<file path="config.mk">
export PLATFORM = sky130hd
export DESIGN_NAME = cpuCore
export DESIGN_NICKNAME = d
export VERILOG_FILES = /design/src/source/corePkg.sv /design/src/source/isaPkg.sv /design/src/source/cpuCore.sv /design/src/source/memPort.sv /design/src/source/execUnit.sv /design/src/source/regFile.sv /design/src/source/pcUnit.sv /design/src/source/controlFsm.sv
export VERILOG_INCLUDE_DIRS = /design/src /design/src/include
export SDC_FILE = /design/constraint.sdc
export NUM_CORES = 2
export LEC_CHECK = 0
export BUFFER_PORTS_ARGS = -buffer_cell sky130_fd_sc_hd__buf_2
export CAP_MARGIN = 15
export CELL_PAD_IN_SITES_DETAIL_PLACEMENT = 0
export CELL_PAD_IN_SITES_GLOBAL_PLACEMENT = 2
export CORE_MARGIN = 4
export CORE_UTILIZATION = 28
export CTS_CLUSTER_DIAMETER = 200
export CTS_CLUSTER_SIZE = 40
export DETAILED_ROUTE_END_ITERATION = 6
export PLACE_DENSITY_LB_ADDON = 0.08
export SKIP_LAST_GASP = 1
export SLEW_MARGIN = 20
export SYNTH_ARGS = -nofsm -noshare
export SYNTH_HDL_FRONTEND = slang
export SYNTH_SLANG_ARGS = --single-unit
</file>
<file path="constraint.sdc">
create_clock -name clk -period 17.8 [get_ports clk]
set_clock_uncertainty 0.05 [all_clocks]
set_input_delay 0.89 -clock clk [delete_from_list [all_inputs] [get_ports clk]]
set_output_delay 0.89 -clock clk [all_outputs]
set_load 0.1 [all_outputs]
</file>
<file path="src/include/cpuCore_cfg.svh">
`ifndef CPU_CORE_CFG_SVH
`define CPU_CORE_CFG_SVH

// Datapath and address width, one word
`define CPU_DATA_WIDTH 32

// Register file shape
`define CPU_REG_COUNT 16
`define CPU_REG_BITS  4

// Fixed register roles
`define CPU_SP_REG    0   // Stack pointer
`define CPU_FLAGS_REG 1   // Bit 0 equal, bit 1 less, bit 2 greater

// First fetch address after reset
`define CPU_RESET_IP 0

// Byte step between words
`define CPU_WORD_BYTES 4

`endif
</file>
<file path="src/source/corePkg.sv">
`include "cpuCore_cfg.svh"

package corePkg;

  typedef logic [`CPU_DATA_WIDTH-1:0] wordT;

  // Sequencer states, one instruction at a time
  typedef enum logic [3:0] {
    Fetch,
    FetchWait,
    ReadRegs,
    ConstReq,
    ConstWait,
    DataReq,
    DataWait,
    Execute,
    Halted
  } ctrlStateE;

  // What the memory port is asked to do
  typedef enum logic [1:0] {
    AccFetch,
    AccConst,
    AccLoad,
    AccStore
  } accessE;

  typedef struct packed {
    wordT addr;
    wordT wdata;
    logic write;    // Low for reads
  } memReqT;

  typedef struct packed {
    wordT rdata;
  } memRspT;

  // Result selection in the ALU
  typedef enum logic [3:0] {
    AluNone,
    AluAdd,
    AluSub,
    AluInc,
    AluDec,
    AluShl,
    AluShr,
    AluNeg,
    AluCmpEq,
    AluCmpLt,
    AluMovB,
    AluConst,
    AluLoad,
    AluLink
  } aluOpE;

endpackage

</file>
<file path="src/source/isaPkg.sv">
package isaPkg;

  // One byte opcode, values counted up from zero
  typedef enum logic [7:0] {
    Nop,
    MovRC,
    MovRR,
    AddRRR,
    AddRRC,
    SubRRR,
    SubRRC,
    IncR,
    DecR,
    ShlRRR,
    ShrRRR,
    NegRR,
    CmpRR,      // Sets flags from ra and rb
    CmpRC,      // Sets flags from ra and constant
    CmpERRR,
    CmpLtRRR,
    JmpC,
    JeC,
    JneC,
    JzRC,
    JnzRC,
    MovRdC,     // Load from constant address
    MovRdR,     // Load from address in rb
    MovdCR,     // Store rb to constant address
    MovdRoR,    // Store rb to ra plus constant
    PushR,
    PopR,
    CallR,
    Ret,
    Halt
  } opcodeE;

  // Instruction word, opcode in the low byte
  typedef struct packed {
    logic [7:0] rc;
    logic [7:0] rb;
    logic [7:0] ra;
    opcodeE     op;
  } instrT;

  // Opcodes followed by a constant word
  function automatic logic isLongOp(opcodeE op);
    return op inside {MovRC, AddRRC, SubRRC, CmpRC, JmpC, JeC, JneC, JzRC, JnzRC,
                      MovRdC, MovdCR, MovdRoR};
  endfunction

endpackage

</file>
<file path="src/source/cpuCore.sv">
`timescale 1ns/100ps

module cpuCore (
  input  logic            clk,
  input  logic            reset,
  output logic            memReqValid,
  input  logic            memReqReady,
  output corePkg::memReqT memReq,
  input  logic            memRspValid,
  input  corePkg::memRspT memRsp,
  output logic            halted
);
  import corePkg::*;
  import isaPkg::*;

  accessE     access;
  logic       accessStart;
  logic       accessDone;
  instrT      instr;        // Current instruction register
  wordT       constWord;    // Second word of long opcodes
  wordT       rdata;        // Last read data from memory
  wordT       ip;
  wordT       regA, regB, regC;
  wordT       sp;
  wordT       result;
  logic       regWrite, spUpdate, pcUpdate;
  logic       flagZero;
  logic       flagsWrite;
  logic [2:0] flags;
  logic       takeBranch;

  controlFsm i_fsm (
    .clk(clk), .reset(reset),
    .memRdata(rdata), .accessDone(accessDone),
    .access(access), .accessStart(accessStart),
    .instr(instr), .constWord(constWord),
    .regWrite(regWrite), .spUpdate(spUpdate), .pcUpdate(pcUpdate),
    .halted(halted)
  );

  pcUnit i_pc (
    .clk(clk), .reset(reset), .pcUpdate(pcUpdate),
    .instr(instr), .constWord(constWord), .takeBranch(takeBranch),
    .regA(regA), .loadData(rdata), .ip(ip)
  );

  regFile i_regs (
    .clk(clk), .reset(reset), .instr(instr),
    .regA(regA), .regB(regB), .regC(regC), .sp(sp), .flagZero(flagZero),
    .regWrite(regWrite), .wrData(result),
    .flagsWrite(flagsWrite), .flags(flags), .spUpdate(spUpdate)
  );

  execUnit i_exec (
    .instr(instr), .regA(regA), .regB(regB), .regC(regC),
    .constWord(constWord), .loadData(rdata), .flagEqual(flagZero),
    .result(result), .flagsWrite(flagsWrite), .flags(flags),
    .takeBranch(takeBranch), .ipNext(ip)
  );

  memPort i_mem (
    .clk(clk), .reset(reset), .access(access), .accessStart(accessStart),
    .instr(instr), .ip(ip), .constWord(constWord),
    .regA(regA), .regB(regB), .sp(sp),
    .memReqValid(memReqValid), .memReqReady(memReqReady), .memReq(memReq),
    .memRspValid(memRspValid), .memRsp(memRsp),
    .rdata(rdata), .accessDone(accessDone)
  );

endmodule

</file>
<file path="src/source/memPort.sv">
`timescale 1ns/100ps
`include "cpuCore_cfg.svh"

module memPort (
  input  logic            clk,
  input  logic            reset,
  input  corePkg::accessE access,
  input  logic            accessStart,
  input  isaPkg::instrT   instr,
  input  corePkg::wordT   ip,
  input  corePkg::wordT   constWord,
  input  corePkg::wordT   regA,
  input  corePkg::wordT   regB,
  input  corePkg::wordT   sp,
  output logic            memReqValid,
  input  logic            memReqReady,
  output corePkg::memReqT memReq,
  input  logic            memRspValid,
  input  corePkg::memRspT memRsp,
  output corePkg::wordT   rdata,
  output logic            accessDone
);
  import isaPkg::*;
  import corePkg::*;

  localparam wordT Step = wordT'(`CPU_WORD_BYTES);

  memReqT reqNext;
  logic   waitRsp;      // Read transferred, answer pending
  logic   rspHit;
  wordT   rdataQ;

  always_comb begin
    reqNext.addr  = ip;
    reqNext.wdata = '0;
    reqNext.write = (access == AccStore);
    case (access)
      AccConst: reqNext.addr = ip + Step;
      AccLoad: begin
        case (instr.op)
          MovRdC:  reqNext.addr = constWord;
          MovRdR:  reqNext.addr = regB;
          default: reqNext.addr = sp - Step;    // Pop and return
        endcase
      end
      AccStore: begin
        case (instr.op)
          MovdCR:  {reqNext.addr, reqNext.wdata} = {constWord, regB};
          MovdRoR: {reqNext.addr, reqNext.wdata} = {constWord + regA, regB};
          PushR:   {reqNext.addr, reqNext.wdata} = {sp, regA};
          default: {reqNext.addr, reqNext.wdata} = {sp, ip + Step};  // Call link
        endcase
      end
      default: reqNext.addr = ip;
    endcase
  end

  always_ff @(posedge clk or posedge reset) begin
    if (reset) begin
      memReqValid <= 1'b0;
      waitRsp     <= 1'b0;
    end else begin
      if (accessStart)
        memReqValid <= 1'b1;
      else if (memReqReady)
        memReqValid <= 1'b0;
      if (memReqValid && memReqReady && !memReq.write)
        waitRsp <= 1'b1;
      else if (memRspValid)
        waitRsp <= 1'b0;
    end
  end

  always_ff @(posedge clk) begin
    if (accessStart) memReq <= reqNext;
    if (rspHit) rdataQ <= memRsp.rdata;
  end

  assign rspHit     = waitRsp && memRspValid;
  assign accessDone = rspHit || (memReqValid && memReqReady && memReq.write);
  assign rdata      = rspHit ? memRsp.rdata : rdataQ;   // Bypass on arrival

  reqStable: assert property (@(posedge clk) disable iff (reset)
    memReqValid && !memReqReady |=> memReqValid && $stable(memReq));

  // Sequencer only starts once the last access has finished
  startWhenIdle: assert property (@(posedge clk) disable iff (reset)
    accessStart |-> !memReqValid && !waitRsp);

endmodule

</file>
<file path="src/source/execUnit.sv">
`timescale 1ns/100ps
`include "cpuCore_cfg.svh"

module execUnit (
  input  isaPkg::instrT instr,
  input  corePkg::wordT regA,
  input  corePkg::wordT regB,
  input  corePkg::wordT regC,
  input  corePkg::wordT constWord,
  input  corePkg::wordT loadData,
  input  logic          flagEqual,
  output corePkg::wordT result,
  output logic          flagsWrite,
  output logic [2:0]    flags,
  output logic          takeBranch,
  input  corePkg::wordT ipNext
);
  import isaPkg::*;
  import corePkg::*;

  localparam wordT Step = wordT'(`CPU_WORD_BYTES);

  aluOpE aluOp;
  wordT  opB;           // rc or constant for add and sub
  wordT  cmpB;          // Second compare operand

  always_comb begin
    case (instr.op)
      MovRC:                 aluOp = AluConst;
      MovRR:                 aluOp = AluMovB;
      AddRRR, AddRRC:        aluOp = AluAdd;
      SubRRR, SubRRC:        aluOp = AluSub;
      IncR:                  aluOp = AluInc;
      DecR:                  aluOp = AluDec;
      ShlRRR:                aluOp = AluShl;
      ShrRRR:                aluOp = AluShr;
      NegRR:                 aluOp = AluNeg;
      CmpERRR:               aluOp = AluCmpEq;
      CmpLtRRR:              aluOp = AluCmpLt;
      MovRdC, MovRdR, PopR:  aluOp = AluLoad;
      CallR:                 aluOp = AluLink;
      default:               aluOp = AluNone;
    endcase
  end

  assign opB = isLongOp(instr.op) ? constWord : regC;

  always_comb begin
    case (aluOp)
      AluAdd:   result = regB + opB;
      AluSub:   result = regB - opB;
      AluInc:   result = regA + wordT'(1);
      AluDec:   result = regA - wordT'(1);
      AluShl:   result = regB << regC;
      AluShr:   result = regB >> regC;
      AluNeg:   result = -regB;
      AluCmpEq: result = wordT'(regB == regC);
      AluCmpLt: result = wordT'(regB < regC);    // Unsigned
      AluMovB:  result = regB;
      AluConst: result = constWord;
      AluLoad:  result = loadData;
      AluLink:  result = ipNext + Step;          // Same link value the call pushes
      default:  result = '0;
    endcase
  end

  // Flags as {greater, less, equal}, unsigned
  assign cmpB       = (instr.op == CmpRC) ? constWord : regB;
  assign flags      = {regA > cmpB, regA < cmpB, regA == cmpB};
  assign flagsWrite = instr.op inside {CmpRR, CmpRC};

  always_comb begin
    case (instr.op)
      JeC:     takeBranch = flagEqual;
      JneC:    takeBranch = !flagEqual;
      JzRC:    takeBranch = (regA == '0);
      JnzRC:   takeBranch = (regA != '0);
      default: takeBranch = 1'b0;
    endcase
  end

endmodule

</file>
<file path="src/source/regFile.sv">
`timescale 1ns/100ps
`include "cpuCore_cfg.svh"

module regFile (
  input  logic          clk,
  input  logic          reset,
  input  isaPkg::instrT instr,
  output corePkg::wordT regA,
  output corePkg::wordT regB,
  output corePkg::wordT regC,
  output corePkg::wordT sp,
  output logic          flagZero,
  input  logic          regWrite,
  input  corePkg::wordT wrData,
  input  logic          flagsWrite,
  input  logic [2:0]    flags,
  input  logic          spUpdate
);
  import isaPkg::*;
  import corePkg::*;

  localparam wordT Step = wordT'(`CPU_WORD_BYTES);

  wordT                     regs [`CPU_REG_COUNT];
  logic [`CPU_REG_BITS-1:0] idxA, idxB, idxC;
  logic                     spDown;       // Pop and return shrink the stack

  assign idxA = instr.ra[`CPU_REG_BITS-1:0];
  assign idxB = instr.rb[`CPU_REG_BITS-1:0];
  assign idxC = instr.rc[`CPU_REG_BITS-1:0];

  assign regA     = regs[idxA];
  assign regB     = regs[idxB];
  assign regC     = regs[idxC];
  assign sp       = regs[`CPU_SP_REG];
  assign flagZero = regs[`CPU_FLAGS_REG][0];  // Equal flag
  assign spDown   = instr.op inside {PopR, Ret};

  always_ff @(posedge clk or posedge reset) begin
    if (reset) begin
      for (int i = 0; i < `CPU_REG_COUNT; i++)
        regs[i] <= '0;
    end else begin
      if (regWrite && flagsWrite)
        regs[`CPU_FLAGS_REG] <= {{(`CPU_DATA_WIDTH-3){1'b0}}, flags};
      else if (regWrite)
        regs[idxA] <= wrData;
      // Stack pointer move wins over a pop into r0
      if (spUpdate)
        regs[`CPU_SP_REG] <= spDown ? sp - Step : sp + Step;
    end
  end

  // Decoder upstream must hand over a valid destination
  destInRange: assert property (@(posedge clk) disable iff (reset)
    regWrite && !flagsWrite |-> instr.ra < `CPU_REG_COUNT);

endmodule

</file>
<file path="src/source/pcUnit.sv">
`timescale 1ns/100ps
`include "cpuCore_cfg.svh"

module pcUnit (
  input  logic          clk,
  input  logic          reset,
  input  logic          pcUpdate,
  input  isaPkg::instrT instr,
  input  corePkg::wordT constWord,
  input  logic          takeBranch,
  input  corePkg::wordT regA,
  input  corePkg::wordT loadData,
  output corePkg::wordT ip
);
  import isaPkg::*;
  import corePkg::*;

  localparam wordT Step = wordT'(`CPU_WORD_BYTES);

  wordT nextIp;

  always_comb begin
    case (instr.op)
      Halt:    nextIp = ip;                 // Parked
      JmpC:    nextIp = constWord;
      CallR:   nextIp = regA;
      Ret:     nextIp = loadData + Step;    // Past the saved link
      default: begin
        if (takeBranch)
          nextIp = constWord;
        else
          nextIp = isLongOp(instr.op) ? ip + Step + Step : ip + Step;
      end
    endcase
  end

  always_ff @(posedge clk or posedge reset) begin
    if (reset)
      ip <= wordT'(`CPU_RESET_IP);
    else if (pcUpdate)
      ip <= nextIp;
  end

endmodule

</file>
<file path="src/source/controlFsm.sv">
`timescale 1ns/100ps

module controlFsm (
  input  logic            clk,
  input  logic            reset,
  input  corePkg::wordT   memRdata,
  input  logic            accessDone,
  output corePkg::accessE access,
  output logic            accessStart,
  output isaPkg::instrT   instr,
  output corePkg::wordT   constWord,
  output logic            regWrite,
  output logic            spUpdate,
  output logic            pcUpdate,
  output logic            halted
);
  import isaPkg::*;
  import corePkg::*;

  ctrlStateE state, nextState;
  instrT     fetched;       // Instruction word as it arrives

  assign fetched = instrT'(memRdata);

  function automatic logic isLoad(opcodeE op);
    return op inside {MovRdC, MovRdR, PopR, Ret};
  endfunction

  function automatic logic isStore(opcodeE op);
    return op inside {MovdCR, MovdRoR, PushR, CallR};
  endfunction

  // Commit strobe for register writes and flag compares
  function automatic logic commitsReg(opcodeE op);
    return op inside {MovRC, MovRR, AddRRR, AddRRC, SubRRR, SubRRC, IncR, DecR, ShlRRR,
                      ShrRRR, NegRR, CmpRR, CmpRC, CmpERRR, CmpLtRRR, MovRdC, MovRdR, PopR};
  endfunction

  always_comb begin
    nextState = state;
    case (state)
      Fetch:     nextState = FetchWait;
      FetchWait: if (accessDone) nextState = isLongOp(fetched.op) ? ConstReq : ReadRegs;
      ReadRegs:  nextState = (isLoad(instr.op) || isStore(instr.op)) ? DataReq : Execute;
      ConstReq:  nextState = ConstWait;
      ConstWait: begin
        if (accessDone)
          nextState = (isLoad(instr.op) || isStore(instr.op)) ? DataReq : Execute;
      end
      DataReq:   nextState = DataWait;
      DataWait:  if (accessDone) nextState = Execute;
      Execute:   nextState = (instr.op == Halt) ? Halted : Fetch;
      default:   nextState = Halted;  // Stuck until reset
    endcase
  end

  always_ff @(posedge clk or posedge reset) begin
    if (reset) begin
      state  <= Fetch;
      halted <= 1'b0;
    end else begin
      state <= nextState;
      if (state == Execute && instr.op == Halt) halted <= 1'b1;
    end
  end

  // Instruction and constant registers
  always_ff @(posedge clk) begin
    if (state == FetchWait && accessDone) instr <= fetched;
    if (state == ConstWait && accessDone) constWord <= memRdata;
  end

  always_comb begin
    case (state)
      ConstReq, ConstWait: access = AccConst;
      DataReq, DataWait:   access = isLoad(instr.op) ? AccLoad : AccStore;
      default:             access = AccFetch;
    endcase
  end

  assign accessStart = state inside {Fetch, ConstReq, DataReq};
  assign pcUpdate    = (state == Execute);
  assign regWrite    = (state == Execute) && commitsReg(instr.op);
  assign spUpdate    = (state == Execute) && (instr.op inside {PushR, PopR, CallR, Ret});

  // Port completes an access only while the sequencer waits for it
  doneInWait: assert property (@(posedge clk) disable iff (reset)
    accessDone |-> state inside {FetchWait, ConstWait, DataWait});

  // Parked core starts no access and holds its pointer
  haltQuiet: assert property (@(posedge clk) disable iff (reset)
    halted |-> !accessStart && !pcUpdate);

endmodule

</file>
==> impl_metrics.ini <==
[status]
run_status = completed

[drt]
wire_per_inst_um = 38.39
drtIter0Drc = 5913
num_vias = 53390
drc_errors = 0
via_per_inst = 6.176
wl_mm = 331.9
ant_nets = 0
dr.pass1.iters = 7

[setup_path]
critPathRequiredTime_ns = 18.36
cp_data_arrival_time_ns = 10.18
critPathLaunchType = flop
ff2ff_path_depth = 25
path_class = reg2reg
crit_path_end_kind = flop
critPathMaxFanout = 57

[placement]
hpwlAfterDp_mm = 243.1
place_congestion = 0.9539
port_buffers = 102
placed_area_um2 = 61730

[cells_and_area]
final_nets = 6152
drive_gt1_share_pct = 19.42
synthToLayoutAreaGrowth_pct = 8.836
fill_cells = 21560
final_area_um2 = 62550

[clock_tree]
clock_sinks = 704
cts_buffers = 24
cts.htree.levels = 1
hold_buffers = 0
cts.repair.resized = 0
cts_max_path_buffers = 3
ctsRootBufferMaster = clkbuf_16
clk_pin_slew_ns = 0.17
post_cts_buffers = 0
cts_tree = built
clk_latency_ns = 0.75

[logic_synthesis]
ys_types = 105
ys_seq_area_share_pct = 31.36
async_reset_ff_share_pct = 78.27
yosys_warnings = 0
synth_top_cell_by_area = dfrtp_1
synth_edf_count = 117
syn-num-nets = 6269
syn_avg_cell_area_um2 = 9.494
synthMostInstantiatedCell = nor2_1
synth-seq-cells = 704
yosys-top-cells-area = dfrtp_1, mux4_2, edfxtp_1
synth_area_um2 = 57470
ys_top_cells_by_count = nor2_1, a21oi_1, dfrtp_1
yosysTopAreaCellShare_pct = 23.99
synth_flop_cell = dfrtp_1
synthCells = 6054

[global_routing]
grt_overflow = 0
grt_usage_pct = 30.51
grt_pass1_vias = 51370
antenna_found_initial = 27
grt_pass1_wl_mm = 454.7
grt_max_degree = 142

[power_and_ir_drop]
power.clock.fraction_pct = 14.4
p_per_area_nw_per_um2 = 99.16
combPwrFrac_pct = 50.5
p_leak_nw = 22.91
swShare_pct = 51.23
seqPwrFrac_pct = 35.1
switchingPower_mw = 3.178
irDropWorstVdd_v = 0.0001531
cellInternalPower_mw = 3.025

[hold_path]
hold_class = in2async

[sta]
fin_crit_sh_pct = 54.03
relSlewSlack_pct = 14.47
maxSlewViolCount = 0
setup_tns_ns = 0
period_needed_ns = 9.617
worst_pin_slew_ns = 1.283
setup_viol = 0
final_hold_viol_count = 0
fmax_mhz = 104.0
rsz0062_at_grt = false

[floorplanning]
num_io_pins = 103
dieArea_um2 = 212600
die_x_um = 461.1
die_height_um = 461.1
coreArea_um2 = 204400
num_rows = 166
initial_core_util_pct = 28.12

[job]
max_cap_viol_count = 0
per-stage QoR:
stage	setup slack (ns)	std cells	utilization, %	hold slack [ns]	total power, mW
6_report	8.183	8645	30.61	0.1373	6.202
5_1_grt	7.842	8636	30.60	0.1676	6.415
4_1_cts	8.236	8633	30.58	0.1427	6.189
3_5_place_dp	8.230	8597	30.20	0.4089	5.279
3_3_place_gp	8.274	8594	30.18	0.4032	5.279
2_1_floorplan	1.454	6054	-	0.4271	4.044
worst max-delay path, cell delays in order, from the launching register on:
cell and delay (ns):
edfxtp_1 0.98, buf_12 0.40, mux4_2 0.58, a22o_1 0.19
a221o_2 0.36, buf_4 0.32, clkinv_1 0.16, buf_4 0.45
a21oi_1 0.11, a221oi_1 0.44, nand4_1 0.60, or3_1 0.64
nor4_1 0.77, nor2_1 0.11, xor2_1 0.19, ha_1 0.42
a21o_1 0.23, a21o_1 0.17, a21oi_1 0.24, o31ai_1 0.12
a21o_1 0.19, a21oi_1 0.14, o41ai_1 0.11, xor2_1 0.18
a2111oi_4 1.00, o21ai_0 0.23
kinds of logic (layout without fill, tap and decap cells):
family          count (synthesis)  in the layout  synth area share, %
simple gates                 1799           1799                14.31
compound gates               1776           1776                20.10
mux                           723            723                21.92
flops                         704            704                31.36
buf+inv                       636            529                4.737
xor+xnor                      237            237                3.636
fa+ha+maj                     179            179                3.936
other cells                     0             10                    0
final timing paths:
path	start	end	slack [ns]
max in group asynchronous	reset	i_regs.regs[354]	14.67
min	reset	i_regs.regs[343]	0.14
max reg2reg	i_fsm.instr[26]	i_regs.regs[29]	8.18
min reg2reg	i_fsm.halted	i_fsm.halted	0.45
min in group clk	memRspValid	i_mem.waitRsp	0.33
max	i_fsm.instr[26]	i_regs.regs[29]	8.18
layer usage:
metal	routed length, um	share of wire (%)	vias to the layer above	global-route usage, %
li1	-	-	22740	-
met1	147000	44	27950	42.72
met2	147600	44	2289	47.43
met3	21660	6.5	407	4.336
met4	15620	4.7	2	12.10
met5	10	0.0030	-	0
cell usage in the layout (no fill, tap or decap), types with 50 or more instances in the layout:
cell type  count
mux4_2       414
a31oi_1       50
buf_2        102
dfrtp_1      551
buf_4        288
nor2_1       632
a21oi_1      577
nand2_1      514
xnor2_1      131
nor3_1       108
a221oi_1     109
edfxtp_1     117
ha_1         176
mux2_2       145
xor2_1       104
a22oi_1      135
nand4_1       60
nand3_1      115
mux2i_1      164
a21o_1        75
inv_1         83
o21ai_0      357
registers in the layout, summed over array words and instances, names as in the netlist, named ones only:
register	flops
i_regs.regs	479
i_mem.memReq	65
i_fsm.constWord	32
i_mem.rdataQ	32
i_pc.ip	32
i_regs.sp	32
i_fsm.instr	20
i_fsm.state	4
i_fsm.halted	1
i_mem.memReqValid	1
i_mem.waitRsp	1
i_regs.flagZero	1
power by group through the flow:
stage	Sequential, mW	Clock, mW	Combinational (mW)
detailed placement	2.21	0	3.07
finish	2.18	0.893	3.13
CTS	2.17	0.931	3.09
floorplan	2.69	0	1.36
global placement	2.20	0	3.08
global route	2.20	0.966	3.25
cell type report:
class                      instances  area (um2)  share of cell area, %
clock inverter                     6       135.1                 0.2160
clock buffer                      30       644.4                  1.030
sequential                       704       18020                  28.81
timing repair buffer             399        2821                  4.511
tap                             2688        3363                  5.377
multi-input combinational       4714       37180                  59.44
inverter                          94       360.3                 0.5761
antenna                           10       25.02                0.04000
Note: power is estimated with default switching activity, not from simulation.
